## src/verilog/heap_pkg.sv

```systemverilog
/* operation codes shared by the heap pipeline and its testbench
   any code other than OP_NOP is a one-cycle command */
`default_nettype none

package heap_pkg;

   parameter int OP_WIDTH = 2;

   parameter logic [OP_WIDTH-1:0] OP_NOP     = 2'd0;
   parameter logic [OP_WIDTH-1:0] OP_ENQ     = 2'd1;  // insert a new entry
   parameter logic [OP_WIDTH-1:0] OP_DEQ_MIN = 2'd2;  // drop the head
   parameter logic [OP_WIDTH-1:0] OP_REPLACE = 2'd3;  // overwrite the head, then sift down

endpackage

`default_nettype wire

```

## src/verilog/heap_root.sv

```systemverilog
/* root entry of the heap, empty with full capacity after reset
   the head and stage 0 each get their own registered copy */
`default_nettype none

module heap_root #(
   parameter int N_STAGES       = 4,
   parameter int PRIORITY_WIDTH = 16,
   parameter int DATA_WIDTH     = 8
) (
   input  wire                        clk,
   input  wire                        rstn,
   input  wire                        cur_busy,  // stage 0 owns the root this cycle
   input  wire                        top_we, top_act,
   input  wire  [N_STAGES-1:0]        top_cap,
   input  wire  [PRIORITY_WIDTH-1:0]  top_ts,
   input  wire  [DATA_WIDTH-1:0]      top_data,
   input  wire                        st_we, st_act,
   input  wire  [N_STAGES-1:0]        st_cap,
   input  wire  [PRIORITY_WIDTH-1:0]  st_ts,
   input  wire  [DATA_WIDTH-1:0]      st_data,
   output logic                       head_act, s0_act,
   output logic [N_STAGES-1:0]        head_cap, s0_cap,
   output logic [PRIORITY_WIDTH-1:0]  head_ts, s0_ts,
   output logic [DATA_WIDTH-1:0]      head_data, s0_data
);
   localparam int W = 1 + N_STAGES + PRIORITY_WIDTH + DATA_WIDTH;
   localparam logic [W-1:0] INIT =
      {1'b0, N_STAGES'(2 ** N_STAGES - 1), {(PRIORITY_WIDTH + DATA_WIDTH){1'b0}}};

   logic [W-1:0] root_q, s0_q, wword;
   logic         we;

   // stage 0 and a new command never write in the same cycle
   assign we    = cur_busy ? st_we : top_we;
   assign wword = cur_busy ? {st_act, st_cap, st_ts, st_data}
                           : {top_act, top_cap, top_ts, top_data};

   always_ff @(posedge clk) begin
      if (!rstn) begin
         root_q <= INIT;
         s0_q   <= INIT;
      end else if (we) begin
         root_q <= wword;
         s0_q   <= wword;
      end
   end

   assign {head_act, head_cap, head_ts, head_data} = root_q;
   assign {s0_act, s0_cap, s0_ts, s0_data}         = s0_q;

endmodule

`default_nettype wire

```

## src/verilog/heap_stage.sv

```systemverilog
/* sift logic for one tree level, one cycle per op
   enqueue fills the left subtree before the right one
   relies on the two-cycle issue gap so it never races its neighbours */
`default_nettype none

module heap_stage #(
   parameter int N_STAGES       = 4,
   parameter int PRIORITY_WIDTH = 16,
   parameter int DATA_WIDTH     = 8,
   parameter int LEVEL          = 0
) (
   input  wire                           clk,
   input  wire                           rstn,
   input  wire  [heap_pkg::OP_WIDTH-1:0] in_op,
   input  wire  [N_STAGES-1:0]           in_pos,
   input  wire  [PRIORITY_WIDTH-1:0]     in_ts,
   input  wire  [DATA_WIDTH-1:0]         in_data,
   input  wire                           own_act, left_act, right_act,
   input  wire  [N_STAGES-1:0]           own_cap, left_cap, right_cap,
   input  wire  [PRIORITY_WIDTH-1:0]     own_ts, left_ts, right_ts,
   input  wire  [DATA_WIDTH-1:0]         own_data, left_data, right_data,
   output logic [heap_pkg::OP_WIDTH-1:0] out_op,
   output logic [N_STAGES-1:0]           out_pos,
   output logic [PRIORITY_WIDTH-1:0]     out_ts,
   output logic [DATA_WIDTH-1:0]         out_data,
   output logic                          cur_busy,
   output logic                          own_we, child_we,
   output logic [N_STAGES-1:0]           own_waddr, child_waddr,
   output logic                          own_wact, child_wact,
   output logic [N_STAGES-1:0]           own_wcap, child_wcap,
   output logic [PRIORITY_WIDTH-1:0]     own_wts, child_wts,
   output logic [DATA_WIDTH-1:0]         own_wdata, child_wdata
);
   localparam bit LAST = (LEVEL == N_STAGES - 1);  // no stage below to take an op

   logic [heap_pkg::OP_WIDTH-1:0] cur_op;
   logic [N_STAGES-1:0]           cur_pos;
   logic [PRIORITY_WIDTH-1:0]     cur_ts;
   logic [DATA_WIDTH-1:0]         cur_data;
   logic                          pick_right, own_fits, enq_right;
   logic [N_STAGES-1:0]           c_cap;
   logic [PRIORITY_WIDTH-1:0]     c_ts;
   logic [DATA_WIDTH-1:0]         c_data;

   always_ff @(posedge clk) begin
      if (!rstn) begin
         cur_op <= heap_pkg::OP_NOP;
      end else begin
         cur_op <= in_op;
      end
   end

   always_ff @(posedge clk) begin
      cur_pos  <= in_pos;
      cur_ts   <= in_ts;
      cur_data <= in_data;
   end

   assign cur_busy = (cur_op != heap_pkg::OP_NOP);

   // smaller active child, ties go left
   assign pick_right = right_act && (!left_act || right_ts < left_ts);
   assign c_cap      = pick_right ? right_cap : left_cap;
   assign c_ts       = pick_right ? right_ts : left_ts;
   assign c_data     = pick_right ? right_data : left_data;

   // node already in order against every active child
   assign own_fits  = (!left_act || own_ts < left_ts) && (!right_act || own_ts < right_ts);
   assign enq_right = (left_cap == '0);

   assign own_waddr   = cur_pos;
   assign child_waddr = {cur_pos[N_STAGES-2:0], pick_right};

   always_comb begin
      out_op      = heap_pkg::OP_NOP;
      out_pos     = child_waddr;
      out_ts      = cur_ts;
      out_data    = cur_data;
      own_we      = 1'b0;
      own_wact    = own_act;
      own_wcap    = own_cap;
      own_wts     = own_ts;
      own_wdata   = own_data;
      child_we    = 1'b0;
      child_wact  = 1'b0;
      child_wcap  = c_cap;
      child_wts   = own_ts;    // the node pushed down on replace
      child_wdata = own_data;
      case (cur_op)
         heap_pkg::OP_ENQ: begin
            own_we   = 1'b1;
            own_wact = 1'b1;
            own_wcap = own_cap - 1'b1;
            out_pos  = {cur_pos[N_STAGES-2:0], enq_right};
            if (!own_act || cur_ts < own_ts) begin
               own_wts   = cur_ts;
               own_wdata = cur_data;
               out_ts    = own_ts;  // displaced entry carries on
               out_data  = own_data;
            end
            if (own_act) begin
               out_op = heap_pkg::OP_ENQ;
            end
         end
         heap_pkg::OP_DEQ_MIN: begin
            if (left_act || right_act) begin
               out_op     = heap_pkg::OP_DEQ_MIN;
               own_we     = 1'b1;
               own_wact   = 1'b1;
               own_wts    = c_ts;
               own_wdata  = c_data;
               child_we   = 1'b1;
               child_wcap = c_cap + 1'b1;  // child left empty for the next level
            end
         end
         heap_pkg::OP_REPLACE: begin
            if (!own_fits) begin
               out_op     = heap_pkg::OP_REPLACE;
               own_we     = 1'b1;
               own_wts    = c_ts;
               own_wdata  = c_data;
               child_we   = 1'b1;
               child_wact = 1'b1;
            end
         end
         default: ;
      endcase
      if (LAST) begin
         out_op = heap_pkg::OP_NOP;
      end
   end

endmodule

`default_nettype wire

```

## src/verilog/level_mem.sv

```systemverilog
/* storage for one tree level, left children in bank 0 and right children in bank 1
   read data follows the address by one cycle, a write in that cycle is forwarded
   contents start empty with full subtree capacity, there is no reset */
`default_nettype none

module level_mem #(
   parameter int N_STAGES       = 4,
   parameter int PRIORITY_WIDTH = 16,
   parameter int DATA_WIDTH     = 8,
   parameter int LEVEL          = 1
) (
   input  wire                           clk,
   input  wire  [heap_pkg::OP_WIDTH-1:0] op_prev_next,  // op entering the parent stage
   input  wire  [heap_pkg::OP_WIDTH-1:0] op_cur_next,   // op entering this level's stage
   input  wire                           cur_busy,
   input  wire  [N_STAGES-1:0]           raddr_prev,    // left child of the parent
   input  wire  [N_STAGES-1:0]           raddr_cur,
   output logic                          left_act, right_act, own_act,
   output logic [N_STAGES-1:0]           left_cap, right_cap, own_cap,
   output logic [PRIORITY_WIDTH-1:0]     left_ts, right_ts, own_ts,
   output logic [DATA_WIDTH-1:0]         left_data, right_data, own_data,
   input  wire                           prev_we, cur_we,
   input  wire  [N_STAGES-1:0]           prev_waddr, cur_waddr,
   input  wire                           prev_wact, cur_wact,
   input  wire  [N_STAGES-1:0]           prev_wcap, cur_wcap,
   input  wire  [PRIORITY_WIDTH-1:0]     prev_wts, cur_wts,
   input  wire  [DATA_WIDTH-1:0]         prev_wdata, cur_wdata
);
   localparam int W     = 1 + N_STAGES + PRIORITY_WIDTH + DATA_WIDTH;
   localparam int DEPTH = 2 ** (LEVEL - 1);
   localparam int IW    = (LEVEL > 1) ? LEVEL - 1 : 1;
   localparam logic [W-1:0] INIT =
      {1'b0, N_STAGES'(2 ** (N_STAGES - LEVEL) - 1), {(PRIORITY_WIDTH + DATA_WIDTH){1'b0}}};

   logic [W-1:0]          bank_0 [DEPTH];
   logic [W-1:0]          bank_1 [DEPTH];
   logic [N_STAGES-1:0]   raddr, waddr;
   logic [IW-1:0]         ridx, widx;
   logic [W-1:0]          wword, wword_q, rd0_q, rd1_q, word_0, word_1;
   logic                  ren, we, we_0, we_1, hit0_q, hit1_q, rsel_q;

   // the two-cycle issue gap keeps both readers and both writers apart
   assign ren   = (op_prev_next != heap_pkg::OP_NOP) || (op_cur_next != heap_pkg::OP_NOP);
   assign raddr = (op_cur_next != heap_pkg::OP_NOP) ? raddr_cur : raddr_prev;
   assign waddr = cur_busy ? cur_waddr : prev_waddr;
   assign we    = cur_busy ? cur_we : prev_we;
   assign wword = cur_busy ? {cur_wact, cur_wcap, cur_wts, cur_wdata}
                           : {prev_wact, prev_wcap, prev_wts, prev_wdata};
   assign we_0  = we & ~waddr[0];
   assign we_1  = we & waddr[0];

   if (LEVEL == 1) begin : g_single
      // one word per bank
      assign ridx = '0;
      assign widx = '0;
   end else begin : g_banked
      assign ridx = raddr[LEVEL-1:1];
      assign widx = waddr[LEVEL-1:1];
   end

   initial begin
      for (int i = 0; i < DEPTH; i++) begin
         bank_0[i] = INIT;
         bank_1[i] = INIT;
      end
   end

   always @(posedge clk) begin
      if (we_0) begin
         bank_0[widx] <= wword;
      end
      if (we_1) begin
         bank_1[widx] <= wword;
      end
   end

   // read port holds its result until the next request
   always_ff @(posedge clk) begin
      if (ren) begin
         rd0_q   <= bank_0[ridx];
         rd1_q   <= bank_1[ridx];
         hit0_q  <= we_0 && (widx == ridx);
         hit1_q  <= we_1 && (widx == ridx);
         wword_q <= wword;
         rsel_q  <= raddr[0];
      end
   end

   assign word_0 = hit0_q ? wword_q : rd0_q;
   assign word_1 = hit1_q ? wword_q : rd1_q;

   assign {left_act, left_cap, left_ts, left_data}     = word_0;
   assign {right_act, right_cap, right_ts, right_data} = word_1;
   assign {own_act, own_cap, own_ts, own_data}         = rsel_q ? word_1 : word_0;

endmodule

`default_nettype wire

```

## src/verilog/min_heap.sv

```systemverilog
/* pipelined min-heap priority queue, one stage and one memory per tree level
   a command is taken only while ready is high, so at most one every other cycle
   enqueue needs capacity != 0, dequeue and replace need out_valid */
`default_nettype none

module min_heap #(
   parameter int N_STAGES       = 4,   // tree levels, 2**N_STAGES-1 entries
   parameter int PRIORITY_WIDTH = 16,
   parameter int DATA_WIDTH     = 8
) (
   input  wire                           clk,
   input  wire                           rstn,
   input  wire  [heap_pkg::OP_WIDTH-1:0] in_op,
   input  wire  [PRIORITY_WIDTH-1:0]     in_ts,
   input  wire  [DATA_WIDTH-1:0]         in_data,
   output logic                          ready,
   output logic                          out_valid,
   output logic [PRIORITY_WIDTH-1:0]     out_ts,
   output logic [DATA_WIDTH-1:0]         out_data,
   output logic [N_STAGES-1:0]           capacity
);
   // op pipeline, element k feeds stage k
   logic [heap_pkg::OP_WIDTH-1:0] pipe_op [N_STAGES+1];
   logic [N_STAGES-1:0]           pipe_pos [N_STAGES+1];
   logic [PRIORITY_WIDTH-1:0]     pipe_ts [N_STAGES+1];
   logic [DATA_WIDTH-1:0]         pipe_data [N_STAGES+1];
   logic                          busy [N_STAGES];

   // entries seen by each stage
   logic                      own_act [N_STAGES], left_act [N_STAGES], right_act [N_STAGES];
   logic [N_STAGES-1:0]       own_cap [N_STAGES], left_cap [N_STAGES], right_cap [N_STAGES];
   logic [PRIORITY_WIDTH-1:0] own_ts [N_STAGES], left_ts [N_STAGES], right_ts [N_STAGES];
   logic [DATA_WIDTH-1:0]     own_data [N_STAGES], left_data [N_STAGES], right_data [N_STAGES];

   // writes issued by each stage
   logic                      own_we [N_STAGES], child_we [N_STAGES];
   logic [N_STAGES-1:0]       own_waddr [N_STAGES], child_waddr [N_STAGES];
   logic                      own_wact [N_STAGES], child_wact [N_STAGES];
   logic [N_STAGES-1:0]       own_wcap [N_STAGES], child_wcap [N_STAGES];
   logic [PRIORITY_WIDTH-1:0] own_wts [N_STAGES], child_wts [N_STAGES];
   logic [DATA_WIDTH-1:0]     own_wdata [N_STAGES], child_wdata [N_STAGES];

   logic                      top_we, top_act;
   logic [N_STAGES-1:0]       top_cap;
   logic [PRIORITY_WIDTH-1:0] top_ts;
   logic [DATA_WIDTH-1:0]     top_data;

   assign pipe_op[0]   = in_op;
   assign pipe_pos[0]  = N_STAGES'(1);  // root index
   assign pipe_ts[0]   = in_ts;
   assign pipe_data[0] = in_data;

   assign ready = !busy[0];

   // root is touched in the accept cycle only by replace and dequeue
   always_comb begin
      top_we   = 1'b0;
      top_act  = 1'b0;
      top_cap  = capacity;
      top_ts   = in_ts;
      top_data = in_data;
      case (in_op)
         heap_pkg::OP_REPLACE: begin
            top_we  = 1'b1;
            top_act = 1'b1;
         end
         heap_pkg::OP_DEQ_MIN: begin
            top_we  = 1'b1;
            top_cap = capacity + 1'b1;  // stage 0 refills the emptied root
         end
         default: ;
      endcase
   end

   heap_root #(
      .N_STAGES(N_STAGES),
      .PRIORITY_WIDTH(PRIORITY_WIDTH),
      .DATA_WIDTH(DATA_WIDTH)
   ) root_i (
      .clk(clk),
      .rstn(rstn),
      .cur_busy(busy[0]),
      .top_we(top_we), .top_act(top_act), .top_cap(top_cap),
      .top_ts(top_ts), .top_data(top_data),
      .st_we(own_we[0]), .st_act(own_wact[0]), .st_cap(own_wcap[0]),
      .st_ts(own_wts[0]), .st_data(own_wdata[0]),
      .head_act(out_valid), .head_cap(capacity), .head_ts(out_ts), .head_data(out_data),
      .s0_act(own_act[0]), .s0_cap(own_cap[0]), .s0_ts(own_ts[0]), .s0_data(own_data[0])
   );

   for (genvar k = 0; k < N_STAGES; k++) begin : g_level
      heap_stage #(
         .N_STAGES(N_STAGES),
         .PRIORITY_WIDTH(PRIORITY_WIDTH),
         .DATA_WIDTH(DATA_WIDTH),
         .LEVEL(k)
      ) stage_i (
         .clk(clk),
         .rstn(rstn),
         .in_op(pipe_op[k]), .in_pos(pipe_pos[k]), .in_ts(pipe_ts[k]), .in_data(pipe_data[k]),
         .own_act(own_act[k]), .left_act(left_act[k]), .right_act(right_act[k]),
         .own_cap(own_cap[k]), .left_cap(left_cap[k]), .right_cap(right_cap[k]),
         .own_ts(own_ts[k]), .left_ts(left_ts[k]), .right_ts(right_ts[k]),
         .own_data(own_data[k]), .left_data(left_data[k]), .right_data(right_data[k]),
         .out_op(pipe_op[k+1]), .out_pos(pipe_pos[k+1]),
         .out_ts(pipe_ts[k+1]), .out_data(pipe_data[k+1]),
         .cur_busy(busy[k]),
         .own_we(own_we[k]), .child_we(child_we[k]),
         .own_waddr(own_waddr[k]), .child_waddr(child_waddr[k]),
         .own_wact(own_wact[k]), .child_wact(child_wact[k]),
         .own_wcap(own_wcap[k]), .child_wcap(child_wcap[k]),
         .own_wts(own_wts[k]), .child_wts(child_wts[k]),
         .own_wdata(own_wdata[k]), .child_wdata(child_wdata[k])
      );

      if (k < N_STAGES - 1) begin : g_mem
         level_mem #(
            .N_STAGES(N_STAGES),
            .PRIORITY_WIDTH(PRIORITY_WIDTH),
            .DATA_WIDTH(DATA_WIDTH),
            .LEVEL(k + 1)
         ) mem_i (
            .clk(clk),
            .op_prev_next(pipe_op[k]),
            .op_cur_next(pipe_op[k+1]),
            .cur_busy(busy[k+1]),
            .raddr_prev({pipe_pos[k][N_STAGES-2:0], 1'b0}),  // left child of the parent
            .raddr_cur(pipe_pos[k+1]),
            .left_act(left_act[k]), .right_act(right_act[k]), .own_act(own_act[k+1]),
            .left_cap(left_cap[k]), .right_cap(right_cap[k]), .own_cap(own_cap[k+1]),
            .left_ts(left_ts[k]), .right_ts(right_ts[k]), .own_ts(own_ts[k+1]),
            .left_data(left_data[k]), .right_data(right_data[k]), .own_data(own_data[k+1]),
            .prev_we(child_we[k]), .cur_we(own_we[k+1]),
            .prev_waddr(child_waddr[k]), .cur_waddr(own_waddr[k+1]),
            .prev_wact(child_wact[k]), .cur_wact(own_wact[k+1]),
            .prev_wcap(child_wcap[k]), .cur_wcap(own_wcap[k+1]),
            .prev_wts(child_wts[k]), .cur_wts(own_wts[k+1]),
            .prev_wdata(child_wdata[k]), .cur_wdata(own_wdata[k+1])
         );
      end else begin : g_leaf
         // nothing below the last level, children read as empty with no room
         assign left_act[k]   = 1'b0;
         assign right_act[k]  = 1'b0;
         assign left_cap[k]   = '0;
         assign right_cap[k]  = '0;
         assign left_ts[k]    = '0;
         assign right_ts[k]   = '0;
         assign left_data[k]  = '0;
         assign right_data[k] = '0;
      end
   end

endmodule

`default_nettype wire

```

## config.mk

```make
export PLATFORM = sky130hd
export DESIGN_NAME = min_heap
export DESIGN_NICKNAME = d
export VERILOG_FILES = /design/src/verilog/heap_pkg.sv /design/src/verilog/heap_root.sv /design/src/verilog/heap_stage.sv /design/src/verilog/level_mem.sv /design/src/verilog/min_heap.sv
export SDC_FILE = /design/constraint.sdc
export NUM_CORES = 1
export LEC_CHECK = 0
export BUFFER_PORTS_ARGS = -buffer_cell sky130_fd_sc_hd__buf_2
export CAP_MARGIN = 20
export CORE_MARGIN = 5
export CORE_UTILIZATION = 45
export DETAILED_ROUTE_END_ITERATION = 16
export PLACE_DENSITY = 0.67
export SYNTH_ARGS = -nofsm -noshare
export SYNTH_HDL_FRONTEND = slang
export SYNTH_SLANG_ARGS = --single-unit
```

## constraint.sdc

```tcl
create_clock -name clk -period 9.05 [get_ports clk]
set_input_delay 0.4525 -clock clk [delete_from_list [all_inputs] [get_ports clk]]
set_output_delay 0.4525 -clock clk [all_outputs]
set_load 0.05 [all_outputs]
```

==> summary.md <==
| Metric | Value |
|---|---|
| Outcome | finished, final reports clean |
| Portion of total power attributed to sequential cells | 0.455 |
| Aggregate global-route resource usage | 0.1978 |
| Initial detailed-routing violation count | 2307 |
| Number of nets still failing antenna checks after routing | 0 |
| Count of buffering cells on the critical path with inverters included | 3 |
| Switch share | 0.2767 |
| Number of cells on the worst reg-to-reg path | 14 |
| Worst reg2reg endpoint | g_level[2].g_mem.mem_i.rd1_q[16] |
| Area contributors post-synth | sky130_fd_sc_hd__edfxtp_1 (52%), sky130_fd_sc_hd__dfxtp_1 (7.1%), sky130_fd_sc_hd__ha_1 (6.7%), sky130_fd_sc_hd__mux2_2 (4.7%), sky130_fd_sc_hd__mux2i_1 (4.0%) |
| Proportion of synthesized flip-flops having asynchronous set or reset | 0 |
| Average cell area after synthesis | 12.28 µm² |
| Number of standard-cell rows in the floorplan | 108 |
| Number of endpoints with negative hold slack in the final report | 0 |
| Synth cell count leaders | sky130_fd_sc_hd__edfxtp_1 (676), sky130_fd_sc_hd__nand2_1 (332), sky130_fd_sc_hd__ha_1 (211) |
| Minimum clock period | 6.209 ns |
| Count of mapped cells out of synthesis | 3208 |
| Worst setup slack for register-to-register paths | 2.84 ns |
| Timing startpoint of the critical path | g_level[0].g_mem.mem_i.hit0_q |
| H-tree depth reported by CTS | 3 |
| Clock input transition at the sequential cells of the worst setup and hold paths | 0.06 ns |
| Worst min-delay path class | in -> reg |
| Max-cap violation count | 0 |
| Total of buffers placed on input and output ports | 57 |
| Power Density | 224.7 mW/mm² |
| Fmax | 161.1 MHz |
| Via count of the first global-routing pass | 24766 |
| Slowest-stage cell, CP | sky130_fd_sc_hd__buf_4 |
| Category of the worst setup path capture point | flip-flop |
| Most common cell in the netlist | sky130_fd_sc_hd__edfxtp_1 |
| Final count of negative-setup-slack endpoints | 0 |
| Area fraction of the dominant cell type after synthesis | 0.5151 |
| Internal | 7192 µW |
| Worst Hold Path EP | g_level[0].stage_i.cur_op[0] |
| Crit-path cells | buf_4, mux2_2, o21ai_0, inv_1, ha_1, nand4_1, nor4_1, o21ai_0, a21oi_1, o311ai_0, and3_1, a21o_1, nand2b_4, buf_4 |
| Cell area after technology mapping | 0.03941 mm² |
| Die height | 305.9 µm |
| Global-route wire length before repair | 147.1 mm |
| DIE WIDTH | 305.9 µm |
| Highest fanout seen on the critical path | 56 |
| Share of power burned in combinational logic | 0.181 |
| 1st-pass router iterations | 5 |
| Largest stage delay, worst path | 0.71 ns |
| Antenna violations before repair | 0 |
| Post-synthesis register bit count | 815 |
| Worst path setup slack after routing | 2.841 ns |
| Unrepaired setup endpoints after global routing | false |
| Critical path class | reg -> reg |
| Post-detail-place hpwl | 65.04 mm |
| Max-Slew Margin vs Limit | 0.2133 |
| Layout cell share with drive strength beyond 1 | 0.1383 |
| Combined flip-flop and latch cell area | 0.02308 mm² |
| Total instance count after detailed placement | 4310 |
| Worst setup timing slack at the placement stage | 2.889 ns |
| Clock latency on the worst-skew pair | 0.65 ns |
| Initial Util | 0.4535 |
| Kind of cell adding the most delay to the critical path | compound AO/OA/AOI/OAI gates |
| CTS Buffer Depth | 3 |
| Wire length per cell after detailed routing | 21.15 µm |
| Worst-Margin Slew | 1.170 ns |
| Net total in the final layout | 3509 |
| Top Ports | 58 |
| Data required time of the critical path | 9.30 ns |
| Final Wtd Congestion | 0.8792 |
| Aggregate negative setup slack | 0 ns |
| CTS tree | yes |
| Worst clock skew | 0.03218 ns |
| Post-Synthesis Net Count | 3448 |
| Area occupied by multi-input gates | 0.01507 mm² |
| Source of the worst hold timing path | in_op[0] |
| Filler-free cell count of the finished design | 4497 |
| Routed WL | 95.13 mm |
| Fill count | 7428 |
| Kind of start point of the critical path | flip-flop |
| Area leader, netlist | sky130_fd_sc_hd__edfxtp_1 |
| Dominant synthesized flop cell | sky130_fd_sc_hd__edfxtp_1 |
| Post-CTS setup buffer count | 0 |
| Number of enable flip-flop cells after synthesis | 676 |
| Number of slew-limit violations in the final report | 0 |
| Start of the worst register-to-register path | g_level[0].g_mem.mem_i.hit0_q |
| Total net switching power | 2752 µW |
| Sinks on the clock net | 815 |
| Fraction of power consumed by the clock network | 0.363 |
| Number of warnings reported in the yosys synthesis log | 0 |
| Die area | 0.09358 mm² |
| Ratio of final minimum period to clock period | 0.6860 |
| Via-per-instance ratio | 5.680 |
| Count of different cell masters after synthesis | 85 |
| Grt ovf | 0 |
| DRC viols | 0 |
| Pin count of the biggest net entering global routing | 69 |
| Vias post-DR | 25544 |
| Num CTS Buffers | 84 |
| Root buffer selected by CTS | sky130_fd_sc_hd__clkbuf_16 |
| Leak pwr | 0.01660 µW |
| Area added between synthesis and finish | 12.29% |
| Maximum ir drop on the vdd rail | 0.1435 mV |
| Arrival time reported for the critical path endpoint | 6.46 ns |
| Hold-critical path depth | 2 |
| Proportion of synthesized chip area in sequential cells | 0.5858 |
| Area of the core | 0.08689 mm² |
==> area by class of cell <==
class	count	share of cell area
Clock inverter	46	0.01250
Antenna cell	1	0.00005655
Timing Repair Buffer	141	0.02282
Multi-Input combinational cell	2035	0.3406
Sequential cell	815	0.5217
Inverter	192	0.01629
Clock buffer	112	0.05339
Tap cell	1155	0.03266
==> state kept, by name, indices dropped and copies added, names as in the netlist <==
signal,cells
g_level.g_mem.mem_i.bank_1,203
g_level.g_mem.mem_i.rsel_q,3
g_level.stage_i.cur_ts,64
g_level.g_mem.mem_i.bank_0,203
g_level.stage_i.cur_op,8
root_i.root_q,29
g_level.g_mem.mem_i.rd1_q,87
g_level.g_mem.mem_i.rd0_q,87
g_level.stage_i.own_waddr,6
g_level.g_mem.mem_i.wword_q,87
g_level.stage_i.cur_data,32
g_level.g_mem.mem_i.hit0_q,3
g_level.g_mem.mem_i.hit1_q,3
==> layout by cell type, fill, tap and decap left out, drive strengths merged, types with 11 or more instances in the layout <==
cell type,instances
or3,21
nand2b,20
nand3,15
clkbuf,115
nand4,22
a21o,51
clkinv,30
o311ai,11
mux2i,160
a22oi,19
nor2,147
dlygate4sd3,24
ha,211
o21a,18
a31oi,63
bufinv,11
nor2b,37
and2,66
a21oi,135
o22ai,30
o21ai,128
mux2,177
o211ai,12
a221oi,39
nor3,25
nand2,332
a211oi,134
xnor2,12
dfxtp,139
edfxtp,676
o211a,12
a32oi,19
buf,114
inv,193
==> power by group through the flow <==
stage	combinational, µW	sequential (µW)	clock [µW]
detailed placement	1780	4600	0
finish	1800	4530	3610
floorplan	1240	4610	0
global placement	1750	4600	0
global route	2000	4550	3840
CTS	1800	4530	3680
==> worst max path at each step <==
| stage | slack, ns | to | cells past startpoint |
|---|---|---|---|
| 2_1_floorplan | 2.86 | g_level[2].g_mem.mem_i.bank_0[1][0] | 16 |
| 3_3_place_gp | 2.88 | g_level[2].g_mem.mem_i.wword_q[18] | 14 |
| 3_5_place_dp | 2.89 | g_level[2].g_mem.mem_i.wword_q[18] | 15 |
| 4_1_cts | 2.84 | g_level[2].g_mem.mem_i.rd1_q[19] | 14 |
| 5_1_grt | 2.55 | g_level[2].g_mem.mem_i.wword_q[23] | 15 |
| 6_report | 2.84 | g_level[2].g_mem.mem_i.rd1_q[16] | 14 |
==> logic make-up after synthesis <==
kind of cell,after synthesis,share of synthesized area
adder cells (fa/ha/maj),212,0.06750
buffers and inverters,358,0.03642
AND/OR/NAND/NOR,725,0.08516
XOR/XNOR,18,0.004001
AO/OA/AOI/OAI,743,0.1294
flip-flops,815,0.5858
multiplexers,337,0.09173
==> layer usage <==
layer	part of all wire	track usage	wire (µm)	up-vias
met5	0	0	0	-
li1	-	-	-	12208
met2	0.44	0.3000	41580	727
met3	0.060	0.03244	5705	152
met1	0.48	0.2963	45190	12457
met4	0.028	0.05596	2655	0
==> what timing repair did <==
| action | 4_1_cts | 5_1_grt |
|---|---|---|
| hold endpoints to repair | 24 | 0 |
| hold buffers | 24 | 0 |
| gates resized for setup | 0 | 0 |
==> stage by stage <==
step | area [µm²] | utilization | hold WS [ns] | total power [µW]
2_1_floorplan | 39410 | - | 0.3834 | 5844
3_3_place_gp | 40970 | 0.4716 | 0.4006 | 6347
6_report | 44250 | 0.5093 | 0.06933 | 9943
4_1_cts | 44200 | 0.5087 | 0.02776 | 10010
5_1_grt | 44250 | 0.5092 | 0.05916 | 10380
3_5_place_dp | 41040 | 0.4723 | 0.4045 | 6380
Note: power is estimated with default switching activity, not from simulation.
